--- src/logic/VecPkg.sv ---
package VecPkg;

    // *************************************************************************
    // Widths
    // *************************************************************************
    localparam int laneWidth    = 18;
    localparam int laneCount    = 3;
    localparam int regAddrWidth = 4;
    localparam int memAddrWidth = 10;
    localparam int pcWidth      = 8;
    localparam int instrWidth   = 28;

    // *************************************************************************
    // Opcodes and instruction classes
    // *************************************************************************
    localparam logic [3:0] opAdd = 4'h0;
    localparam logic [3:0] opSub = 4'h1;
    localparam logic [3:0] opAnd = 4'h2;
    localparam logic [3:0] opOr  = 4'h3;
    localparam logic [3:0] opXor = 4'h4;
    localparam logic [3:0] opMov = 4'h5; // Passes operand B
    localparam logic [3:0] opNop = 4'hF;

    localparam logic [1:0] classReg   = 2'd0;
    localparam logic [1:0] classImm   = 2'd1;
    localparam logic [1:0] classLoad  = 2'd2;
    localparam logic [1:0] classStore = 2'd3;

    localparam logic [instrWidth-1:0] nopInstr = {opNop, classReg, 22'd0};

    // Register form carries three indexes, immediate form swaps rm and pad for imm8
    typedef union packed {
        struct packed {
            logic [3:0] opcode;
            logic [1:0] instrClass;
            logic [5:0] reserved;
            logic [3:0] rd;
            logic [3:0] rn;
            logic [3:0] rm;
            logic [3:0] pad;
        } regForm;
        struct packed {
            logic [3:0] opcode;
            logic [1:0] instrClass;
            logic [5:0] reserved;
            logic [3:0] rd;
            logic [3:0] rn;
            logic [7:0] imm8;
        } immForm;
    } VecInstr;

endpackage

--- src/logic/DecodeStage.sv ---
module DecodeStage (
    input  logic                                                CLK,
    input  logic                                                rstN,
    input  logic                                                bubble,
    input  logic [VecPkg::instrWidth-1:0]                       instrD,
    input  logic [VecPkg::laneCount-1:0][VecPkg::laneWidth-1:0] rd1,
    input  logic [VecPkg::laneCount-1:0][VecPkg::laneWidth-1:0] rd2,
    output logic [VecPkg::regAddrWidth-1:0]                     ra1,
    output logic [VecPkg::regAddrWidth-1:0]                     ra2,
    output logic [3:0]                                          aluOpE,
    output logic [1:0]                                          classE,
    output logic [VecPkg::regAddrWidth-1:0]                     wa3E,
    output logic [VecPkg::regAddrWidth-1:0]                     ra1E,
    output logic [VecPkg::regAddrWidth-1:0]                     ra2E,
    output logic [VecPkg::laneCount-1:0][VecPkg::laneWidth-1:0] srcAE,
    output logic [VecPkg::laneCount-1:0][VecPkg::laneWidth-1:0] srcBE,
    output logic [VecPkg::laneCount-1:0][VecPkg::laneWidth-1:0] immE,
    output logic                                                regWriteE,
    output logic                                                memWriteE,
    output logic                                                memToRegE
);

    VecPkg::VecInstr                                     instr;
    logic [3:0]                                          opcode;
    logic [1:0]                                          instrClass;
    logic                                                regWriteD;
    logic                                                memWriteD;
    logic                                                memToRegD;
    logic [VecPkg::laneCount-1:0][VecPkg::laneWidth-1:0] immD;

    assign instr      = instrD;
    assign opcode     = instr.regForm.opcode;
    assign instrClass = instr.regForm.instrClass;
    assign ra1        = instr.regForm.rn;

    always_comb begin
        case (instrClass)
            VecPkg::classReg:   ra2 = instr.regForm.rm;
            VecPkg::classStore: ra2 = instr.regForm.rd; // Store data register
            default:            ra2 = instr.regForm.rn; // No second source, avoids false hazards
        endcase
    end

    assign memWriteD = (instrClass == VecPkg::classStore);
    assign memToRegD = (instrClass == VecPkg::classLoad);
    assign regWriteD = memToRegD || (!memWriteD && opcode != VecPkg::opNop);

    // imm8 zero-extended and copied into every lane
    assign immD = {VecPkg::laneCount{VecPkg::laneWidth'(instr.immForm.imm8)}};

    always_ff @(posedge CLK) begin
        if (!rstN || bubble) begin
            aluOpE    <= VecPkg::opNop;
            classE    <= VecPkg::classReg;
            wa3E      <= '0;
            ra1E      <= '0;
            ra2E      <= '0;
            regWriteE <= 1'b0;
            memWriteE <= 1'b0;
            memToRegE <= 1'b0;
        end else begin
            aluOpE    <= opcode;
            classE    <= instrClass;
            wa3E      <= instr.regForm.rd;
            ra1E      <= ra1;
            ra2E      <= ra2;
            regWriteE <= regWriteD;
            memWriteE <= memWriteD;
            memToRegE <= memToRegD;
        end
    end

    always_ff @(posedge CLK) begin
        srcAE <= rd1;
        srcBE <= rd2;
        immE  <= immD;
    end

endmodule

--- src/logic/ExecuteStage.sv ---
module ExecuteStage (
    input  logic                                                CLK,
    input  logic                                                rstN,
    input  logic [3:0]                                          aluOpE,
    input  logic [1:0]                                          classE,
    input  logic [VecPkg::regAddrWidth-1:0]                     wa3E,
    input  logic [VecPkg::laneCount-1:0][VecPkg::laneWidth-1:0] srcAE,
    input  logic [VecPkg::laneCount-1:0][VecPkg::laneWidth-1:0] srcBE,
    input  logic [VecPkg::laneCount-1:0][VecPkg::laneWidth-1:0] immE,
    input  logic                                                regWriteE,
    input  logic                                                memWriteE,
    input  logic                                                memToRegE,
    input  logic [1:0]                                          forwardA,
    input  logic [1:0]                                          forwardB,
    input  logic [VecPkg::laneCount-1:0][VecPkg::laneWidth-1:0] resultW,
    output logic [VecPkg::laneCount-1:0][VecPkg::laneWidth-1:0] aluResultM,
    output logic [VecPkg::memAddrWidth-1:0]                     memAddr0,
    output logic [VecPkg::memAddrWidth-1:0]                     memAddr1,
    output logic [VecPkg::memAddrWidth-1:0]                     memAddr2,
    output logic [VecPkg::laneCount-1:0][VecPkg::laneWidth-1:0] writeData,
    output logic                                                memWrite,
    output logic                                                memToRegM,
    output logic                                                regWriteM,
    output logic [VecPkg::regAddrWidth-1:0]                     wa3M
);

    logic [VecPkg::laneCount-1:0][VecPkg::laneWidth-1:0] opA;
    logic [VecPkg::laneCount-1:0][VecPkg::laneWidth-1:0] opB;
    logic [VecPkg::laneCount-1:0][VecPkg::laneWidth-1:0] storeData;
    logic [VecPkg::laneCount-1:0][VecPkg::laneWidth-1:0] aluResult;
    logic [VecPkg::memAddrWidth-1:0]                     base;

    function automatic logic [VecPkg::laneCount-1:0][VecPkg::laneWidth-1:0] forwardMux(
        input logic [1:0]                                          sel,
        input logic [VecPkg::laneCount-1:0][VecPkg::laneWidth-1:0] regVal,
        input logic [VecPkg::laneCount-1:0][VecPkg::laneWidth-1:0] wbVal,
        input logic [VecPkg::laneCount-1:0][VecPkg::laneWidth-1:0] memVal
    );
        case (sel)
            2'd1:    return wbVal;
            2'd2:    return memVal;
            default: return regVal;
        endcase
    endfunction

    always_comb begin
        opA       = forwardMux(forwardA, srcAE, resultW, aluResultM);
        storeData = forwardMux(forwardB, srcBE, resultW, aluResultM);
        opB       = (classE == VecPkg::classReg) ? storeData : immE;
        for (int lane = 0; lane < VecPkg::laneCount; lane++) begin
            case (aluOpE)
                VecPkg::opAdd: aluResult[lane] = opA[lane] + opB[lane];
                VecPkg::opSub: aluResult[lane] = opA[lane] - opB[lane];
                VecPkg::opAnd: aluResult[lane] = opA[lane] & opB[lane];
                VecPkg::opOr:  aluResult[lane] = opA[lane] | opB[lane];
                VecPkg::opXor: aluResult[lane] = opA[lane] ^ opB[lane];
                VecPkg::opMov: aluResult[lane] = opB[lane];
                default:       aluResult[lane] = '0;
            endcase
        end
    end

    // Lane 0 of A plus the immediate, wrapping at 1024
    assign base = opA[0][VecPkg::memAddrWidth-1:0] + immE[0][VecPkg::memAddrWidth-1:0];

    always_ff @(posedge CLK) begin
        if (!rstN) begin
            memWrite  <= 1'b0;
            memToRegM <= 1'b0;
            regWriteM <= 1'b0;
            wa3M      <= '0;
        end else begin
            memWrite  <= memWriteE;
            memToRegM <= memToRegE;
            regWriteM <= regWriteE;
            wa3M      <= wa3E;
        end
    end

    always_ff @(posedge CLK) begin
        aluResultM <= aluResult;
        writeData  <= storeData;
        memAddr0   <= base;
        memAddr1   <= base + 1'b1;
        memAddr2   <= base - 1'b1;
    end

endmodule

--- src/logic/FetchUnit.sv ---
module FetchUnit (
    input  logic                          CLK,
    input  logic                          rstN,
    input  logic                          stall,
    input  logic                          flush,
    input  logic [VecPkg::instrWidth-1:0] instr,
    output logic [VecPkg::pcWidth-1:0]    pc,
    output logic [VecPkg::instrWidth-1:0] instrD
);

    always_ff @(posedge CLK) begin
        if (!rstN) begin
            pc     <= '0;
            instrD <= VecPkg::nopInstr;
        end else begin
            if (!stall) begin
                pc <= pc + 1'b1; // Wraps at 256
            end
            if (flush) begin
                instrD <= VecPkg::nopInstr;
            end else if (!stall) begin
                instrD <= instr;
            end
        end
    end

endmodule

--- src/logic/HazardUnit.sv ---
module HazardUnit (
    input  logic [VecPkg::regAddrWidth-1:0] ra1,
    input  logic [VecPkg::regAddrWidth-1:0] ra2,
    input  logic [VecPkg::regAddrWidth-1:0] ra1E,
    input  logic [VecPkg::regAddrWidth-1:0] ra2E,
    input  logic [VecPkg::regAddrWidth-1:0] wa3E,
    input  logic                            memToRegE,
    input  logic [VecPkg::regAddrWidth-1:0] wa3M,
    input  logic                            regWriteM,
    input  logic [VecPkg::regAddrWidth-1:0] wbReg,
    input  logic                            wbEn,
    output logic [1:0]                      forwardA,
    output logic [1:0]                      forwardB,
    output logic                            stall,
    output logic                            flush,
    output logic                            bubble
);

    logic loadUse;

    // Memory stage is younger than writeback, so it wins
    function automatic logic [1:0] pickSource(input logic [VecPkg::regAddrWidth-1:0] ra);
        if (regWriteM && wa3M == ra) begin
            return 2'd2;
        end else if (wbEn && wbReg == ra) begin
            return 2'd1;
        end
        return 2'd0;
    endfunction

    always_comb begin
        forwardA = pickSource(ra1E);
        forwardB = pickSource(ra2E);
    end

    assign loadUse = memToRegE && (wa3E == ra1 || wa3E == ra2);
    assign flush   = 1'b0; // No redirects exist, fetch is only cleared by reset
    assign stall   = loadUse;
    assign bubble  = loadUse || flush;

endmodule

--- src/logic/VecCore.sv ---
module VecCore (
    input  logic                                                CLK,
    input  logic                                                rstN,
    input  logic [VecPkg::instrWidth-1:0]                       instr,
    input  logic [VecPkg::laneCount-1:0][VecPkg::laneWidth-1:0] readData,
    output logic [VecPkg::pcWidth-1:0]                          pc,
    output logic [VecPkg::memAddrWidth-1:0]                     memAddr0,
    output logic [VecPkg::memAddrWidth-1:0]                     memAddr1,
    output logic [VecPkg::memAddrWidth-1:0]                     memAddr2,
    output logic [VecPkg::laneCount-1:0][VecPkg::laneWidth-1:0] writeData,
    output logic                                                memWrite
);

    logic [VecPkg::instrWidth-1:0]                       instrD;
    logic                                                stall;
    logic                                                flush;
    logic                                                bubble;
    logic [VecPkg::regAddrWidth-1:0]                     ra1;
    logic [VecPkg::regAddrWidth-1:0]                     ra2;
    logic [VecPkg::laneCount-1:0][VecPkg::laneWidth-1:0] rd1;
    logic [VecPkg::laneCount-1:0][VecPkg::laneWidth-1:0] rd2;
    logic [3:0]                                          aluOpE;
    logic [1:0]                                          classE;
    logic [VecPkg::regAddrWidth-1:0]                     wa3E;
    logic [VecPkg::regAddrWidth-1:0]                     ra1E;
    logic [VecPkg::regAddrWidth-1:0]                     ra2E;
    logic [VecPkg::laneCount-1:0][VecPkg::laneWidth-1:0] srcAE;
    logic [VecPkg::laneCount-1:0][VecPkg::laneWidth-1:0] srcBE;
    logic [VecPkg::laneCount-1:0][VecPkg::laneWidth-1:0] immE;
    logic                                                regWriteE;
    logic                                                memWriteE;
    logic                                                memToRegE;
    logic [1:0]                                          forwardA;
    logic [1:0]                                          forwardB;
    logic [VecPkg::laneCount-1:0][VecPkg::laneWidth-1:0] aluResultM;
    logic                                                memToRegM;
    logic                                                regWriteM;
    logic [VecPkg::regAddrWidth-1:0]                     wa3M;
    logic [VecPkg::laneCount-1:0][VecPkg::laneWidth-1:0] resultW;
    logic                                                wbEn;
    logic [VecPkg::regAddrWidth-1:0]                     wbReg;

    // *************************************************************************
    // Fetch and decode
    // *************************************************************************
    FetchUnit FetchUnit_inst (.CLK, .rstN, .stall, .flush, .instr, .pc, .instrD);

    VecRegFile VecRegFile_inst (
        .CLK, .rstN, .ra1, .ra2, .wa(wbReg), .we(wbEn), .wd(resultW), .rd1, .rd2
    );

    DecodeStage DecodeStage_inst (
        .CLK, .rstN, .bubble, .instrD, .rd1, .rd2, .ra1, .ra2, .aluOpE, .classE,
        .wa3E, .ra1E, .ra2E, .srcAE, .srcBE, .immE, .regWriteE, .memWriteE, .memToRegE
    );

    HazardUnit HazardUnit_inst (
        .ra1, .ra2, .ra1E, .ra2E, .wa3E, .memToRegE, .wa3M, .regWriteM, .wbReg, .wbEn,
        .forwardA, .forwardB, .stall, .flush, .bubble
    );

    // *************************************************************************
    // Execute, memory and writeback
    // *************************************************************************
    ExecuteStage ExecuteStage_inst (
        .CLK, .rstN, .aluOpE, .classE, .wa3E, .srcAE, .srcBE, .immE, .regWriteE,
        .memWriteE, .memToRegE, .forwardA, .forwardB, .resultW, .aluResultM,
        .memAddr0, .memAddr1, .memAddr2, .writeData, .memWrite, .memToRegM,
        .regWriteM, .wa3M
    );

    WritebackStage WritebackStage_inst (
        .CLK, .rstN, .readData, .aluResultM, .memToRegM, .regWriteM, .wa3M,
        .resultW, .wbEn, .wbReg
    );

endmodule

--- src/logic/VecRegFile.sv ---
module VecRegFile (
    input  logic                                                   CLK,
    input  logic                                                   rstN,
    input  logic [VecPkg::regAddrWidth-1:0]                        ra1,
    input  logic [VecPkg::regAddrWidth-1:0]                        ra2,
    input  logic [VecPkg::regAddrWidth-1:0]                        wa,
    input  logic                                                   we,
    input  logic [VecPkg::laneCount-1:0][VecPkg::laneWidth-1:0]    wd,
    output logic [VecPkg::laneCount-1:0][VecPkg::laneWidth-1:0]    rd1,
    output logic [VecPkg::laneCount-1:0][VecPkg::laneWidth-1:0]    rd2
);

    logic [VecPkg::laneCount-1:0][VecPkg::laneWidth-1:0] regs [2**VecPkg::regAddrWidth];

    always_ff @(posedge CLK) begin
        if (!rstN) begin
            for (int i = 0; i < 2**VecPkg::regAddrWidth; i++) begin
                regs[i] <= '0;
            end
        end else if (we) begin
            regs[wa] <= wd;
        end
    end

    // Write-first, so decode sees the value retiring in writeback
    assign rd1 = (we && wa == ra1) ? wd : regs[ra1];
    assign rd2 = (we && wa == ra2) ? wd : regs[ra2];

endmodule

--- src/logic/WritebackStage.sv ---
module WritebackStage (
    input  logic                                                CLK,
    input  logic                                                rstN,
    input  logic [VecPkg::laneCount-1:0][VecPkg::laneWidth-1:0] readData,
    input  logic [VecPkg::laneCount-1:0][VecPkg::laneWidth-1:0] aluResultM,
    input  logic                                                memToRegM,
    input  logic                                                regWriteM,
    input  logic [VecPkg::regAddrWidth-1:0]                     wa3M,
    output logic [VecPkg::laneCount-1:0][VecPkg::laneWidth-1:0] resultW,
    output logic                                                wbEn,
    output logic [VecPkg::regAddrWidth-1:0]                     wbReg
);

    logic [VecPkg::laneCount-1:0][VecPkg::laneWidth-1:0] readDataW;
    logic [VecPkg::laneCount-1:0][VecPkg::laneWidth-1:0] aluResultW;
    logic                                                memToRegW;

    always_ff @(posedge CLK) begin
        if (!rstN) begin
            memToRegW <= 1'b0;
            wbEn      <= 1'b0;
            wbReg     <= '0;
        end else begin
            memToRegW <= memToRegM;
            wbEn      <= regWriteM;
            wbReg     <= wa3M;
        end
    end

    always_ff @(posedge CLK) begin
        readDataW  <= readData;
        aluResultW <= aluResultM;
    end

    assign resultW = memToRegW ? readDataW : aluResultW; // Loads return memory lanes

endmodule

--- config.mk ---
export PLATFORM = sky130hd
export DESIGN_NAME = VecCore
export DESIGN_NICKNAME = d
export VERILOG_FILES = /design/src/logic/VecPkg.sv /design/src/logic/DecodeStage.sv /design/src/logic/ExecuteStage.sv /design/src/logic/FetchUnit.sv /design/src/logic/HazardUnit.sv /design/src/logic/VecCore.sv /design/src/logic/VecRegFile.sv /design/src/logic/WritebackStage.sv
export SDC_FILE = /design/constraint.sdc
export NUM_CORES = 2
export LEC_CHECK = 0
export BUFFER_PORTS_ARGS = -buffer_cell sky130_fd_sc_hd__buf_2
export CAP_MARGIN = 25
export CORE_AREA = 2 2 405 407
export DETAILED_ROUTE_END_ITERATION = 7
export DIE_AREA = 0 0 407 409
export PLACE_DENSITY_LB_ADDON = 0.15
export SLEW_MARGIN = 20
export SYNTH_ARGS = -nofsm -noshare
export SYNTH_HDL_FRONTEND = slang
export SYNTH_SLANG_ARGS = --single-unit
--- constraint.sdc ---
create_clock -name CLK -period 14 [get_ports CLK]
set_clock_uncertainty 0.2 [all_clocks]
set_input_delay 4.2 -clock CLK [delete_from_list [all_inputs] [get_ports CLK]]
set_output_delay 4.2 -clock CLK [all_outputs]
set_load 0.03 [all_outputs]
==> metrics.yaml <==
status: "finished, final reports clean"
grt_start_max_net_pins: 112
synth_nets: 5540
syn-cell-area_um2: 64530
synthTopCellsByArea: "edfxtp_1, mux4_2, dfxtp_1"
root_buffer: "clkbuf_16"
fmax_mhz: 137.4
setup_viol: 0
most-common-layout-cells: "nor2_1, edfxtp_1, mux4_2, dfxtp_1, nand2_1"
finish.utilization: 0.4494
grt_pass1_vias: 43610
period_share: 0.5199
fin_setup_tns_ns: 0
rsz0062_at_grt: "false"
clkSlewWorstSetupHoldPaths_ns: 0.06
worst_pin_slew_ns: 1.122
dieArea_um2: 166500
cp.required_ns: 14.21
powerDensity_nw_per_um2: 145.6
power.internal_mw: 7.460
drive_above_1_share: 0.2123
final_nets: 5511
yosys_warnings: 0
min_period_ns: 7.278
grt-ovfl-total: 0
post_cts_buffers: 0
cp_max_fo: 55
nFillCells: 14660
hold_viol_final: 0
netSwitchingFraction: 0.2962
rows: 148
drc_errors: 0
drv_slew: 0
drt_iter0_drc: 4750
yosys.area.top_type: "edfxtp_1"
vias_per_cell: 5.780
clkSinkCount: 1293
cts_buffer_depth: 3
final_common_cell: "nor2_1"
synth_area_per_cell_um2: 12.23
met3_usage: 0.03591
cts_tree: "done"
start_util: 0.3983
endpoint_kind: "flip-flop"
pwr-share-seq: 0.422
yosysSeqAreaShare: 0.5351
busiest_layer: "met2"
grt_pass1_wl_mm: 307.8
wl_per_cell_um: 28.21
gr-usage-met2: 0.4097
final_antenna_net_count: 0
critPathArrivalTime_ns: 7.48
pwr-share-clk: 0.371
maxSlewHeadroom: 0.2444
ctsHtreeMaxLevel: 4
cts_resized: 0
netlist.area_leader.share: 0.4020
path_class: "in2reg"
port_buffers: 170
dpl.hpwl_mm: 131.7
fin_hold_ws_ns: 0.1562
antenna_found_initial: 10
synth_seq_cells: 1293
dr.pass1.iters: 6
hold_class: "reg2reg"
cts_hold_buffers: 0
cts_buffers: 143
switchingPower_mw: 3.139
ys_async_sr_fraction: 0
insertion_delay_ns: 0.80
coreArea_um2: 162000
grt_usage: 0.2562
p_comb_frac: 0.207
synth-edff-count: 864
synth_cell_types: 80
drv_cap: 0
p_leak_nw: 25.81
fp.dieH_um: 409
peakVddDrop_v: 0.0001414
die-width_um: 407
synth-main-ff-cell: "edfxtp_1"
syn_inst: 5276
num_io_pins: 177
syn_to_final_growth_pct: 12.84
gp_congestion: 0.8541
vias: 43590
use_met1: 0.3563
start_kind: "input pin"
routed_wl_mm: 212.7
-- metal layers --
layer | wire [um] | share of wire | up-vias
met2 | 100400 | 0.47 | 1827
met3 | 15910 | 0.075 | 359
li1 | - | - | 19290
met4 | 7362 | 0.035 | 2
met5 | 13 | 0.000061 | -
met1 | 89060 | 0.42 | 22110
-- per-stage QoR --
stage | setup WS, ns | instances | power [mW] | instance area, um^2
floorplan | 7.067 | 5276 | 6.021 | 64530
CTS | 6.270 | 7536 | 10.64 | 72730
global placement | 5.506 | 7273 | 6.709 | 67850
detailed placement | 5.421 | 7274 | 6.724 | 67880
finish | 6.722 | 7542 | 10.60 | 72820
global route | 6.601 | 7539 | 11.01 | 72810
-- state kept, by name, indices dropped and copies added (netlist names), 2 cells and up, named ones only --
signal / flops
VecRegFile_inst.regs: 864
DecodeStage_inst.srcAE: 54
DecodeStage_inst.srcBE: 54
ExecuteStage_inst.aluResultM: 54
ExecuteStage_inst.writeData: 54
WritebackStage_inst.aluResultW: 54
WritebackStage_inst.readDataW: 54
FetchUnit_inst.instrD: 22
ExecuteStage_inst.memAddr0: 10
ExecuteStage_inst.memAddr1: 10
ExecuteStage_inst.memAddr2: 9
DecodeStage_inst.immE: 8
FetchUnit_inst.pc: 8
DecodeStage_inst.aluOpE: 4
DecodeStage_inst.ra1E: 4
DecodeStage_inst.ra2E: 4
DecodeStage_inst.wa3E: 4
ExecuteStage_inst.wa3M: 4
WritebackStage_inst.wbReg: 4
DecodeStage_inst.classE: 2
-- layout make-up --
class,instances,area (um^2),share of cell area
antenna,3,7.507,0.0001031
multi-input combinational,3363,28210,0.3874
sequential,1293,34550,0.4745
inverter,145,544.3,0.007474
tap,2175,2721,0.03737
clock buffer,202,4034,0.05540
timing repair buffer,301,1939,0.02663
clock inverter,60,812.0,0.01115
-- power groups by stage --
stage | Clock [mW] | Combinational (mW) | Sequential (mW)
finish | 3.93 | 2.20 | 4.47
global route | 4.13 | 2.38 | 4.49
CTS | 3.98 | 2.19 | 4.47
detailed placement | 0 | 2.17 | 4.55
global placement | 0 | 2.17 | 4.54
floorplan | 0 | 1.39 | 4.63
-- critical path, stage by stage --
cell	delay (ns)
buf_4	0.37
nand2_1	0.21
nor3_2	0.59
nand2_4	0.73
nand2_4	0.61
buf_4	0.70
-- path summary, 6_finish.rpt --
kind | start | end | slack, ns | cells after the start
max | rstN | VecRegFile_inst.regs[2][17]$_SDFFCE_PN0P_ | 6.72 | 6
min | FetchUnit_inst.instrD[1]$_SDFFE_PN0N_ | DecodeStage_inst.immE[1]$_DFF_P_ | 0.16 | 0
max reg2reg | ExecuteStage_inst.wa3M[1]$_SDFF_PN0_ | ExecuteStage_inst.aluResultM[35]$_DFF_P_ | 7.08 | 22
min reg2reg | FetchUnit_inst.instrD[1]$_SDFFE_PN0N_ | DecodeStage_inst.immE[1]$_DFF_P_ | 0.16 | 0
-- synth_stat cells (all sizes together), types with 66 or more instances --
library cell,n
xnor2,104
nand2,369
mux2i,131
dfxtp,429
ha,176
inv,145
buf,97
o21ai,319
edfxtp,864
a211oi,66
nor2b,82
mux4,486
a21oi,155
nor2,974
clkbuf,378
-- kinds of logic after synthesis --
kind of cell / share of synthesized area
buffers and inverters: 0.03738
muxes: 0.1901
adders and majority gates: 0.03537
and+or+nand+nor: 0.1074
AOI/OAI and AO/OA: 0.07401
DFF: 0.5351
xor gates and xnor gates: 0.02059
Power figures use the tool's default switching activity.
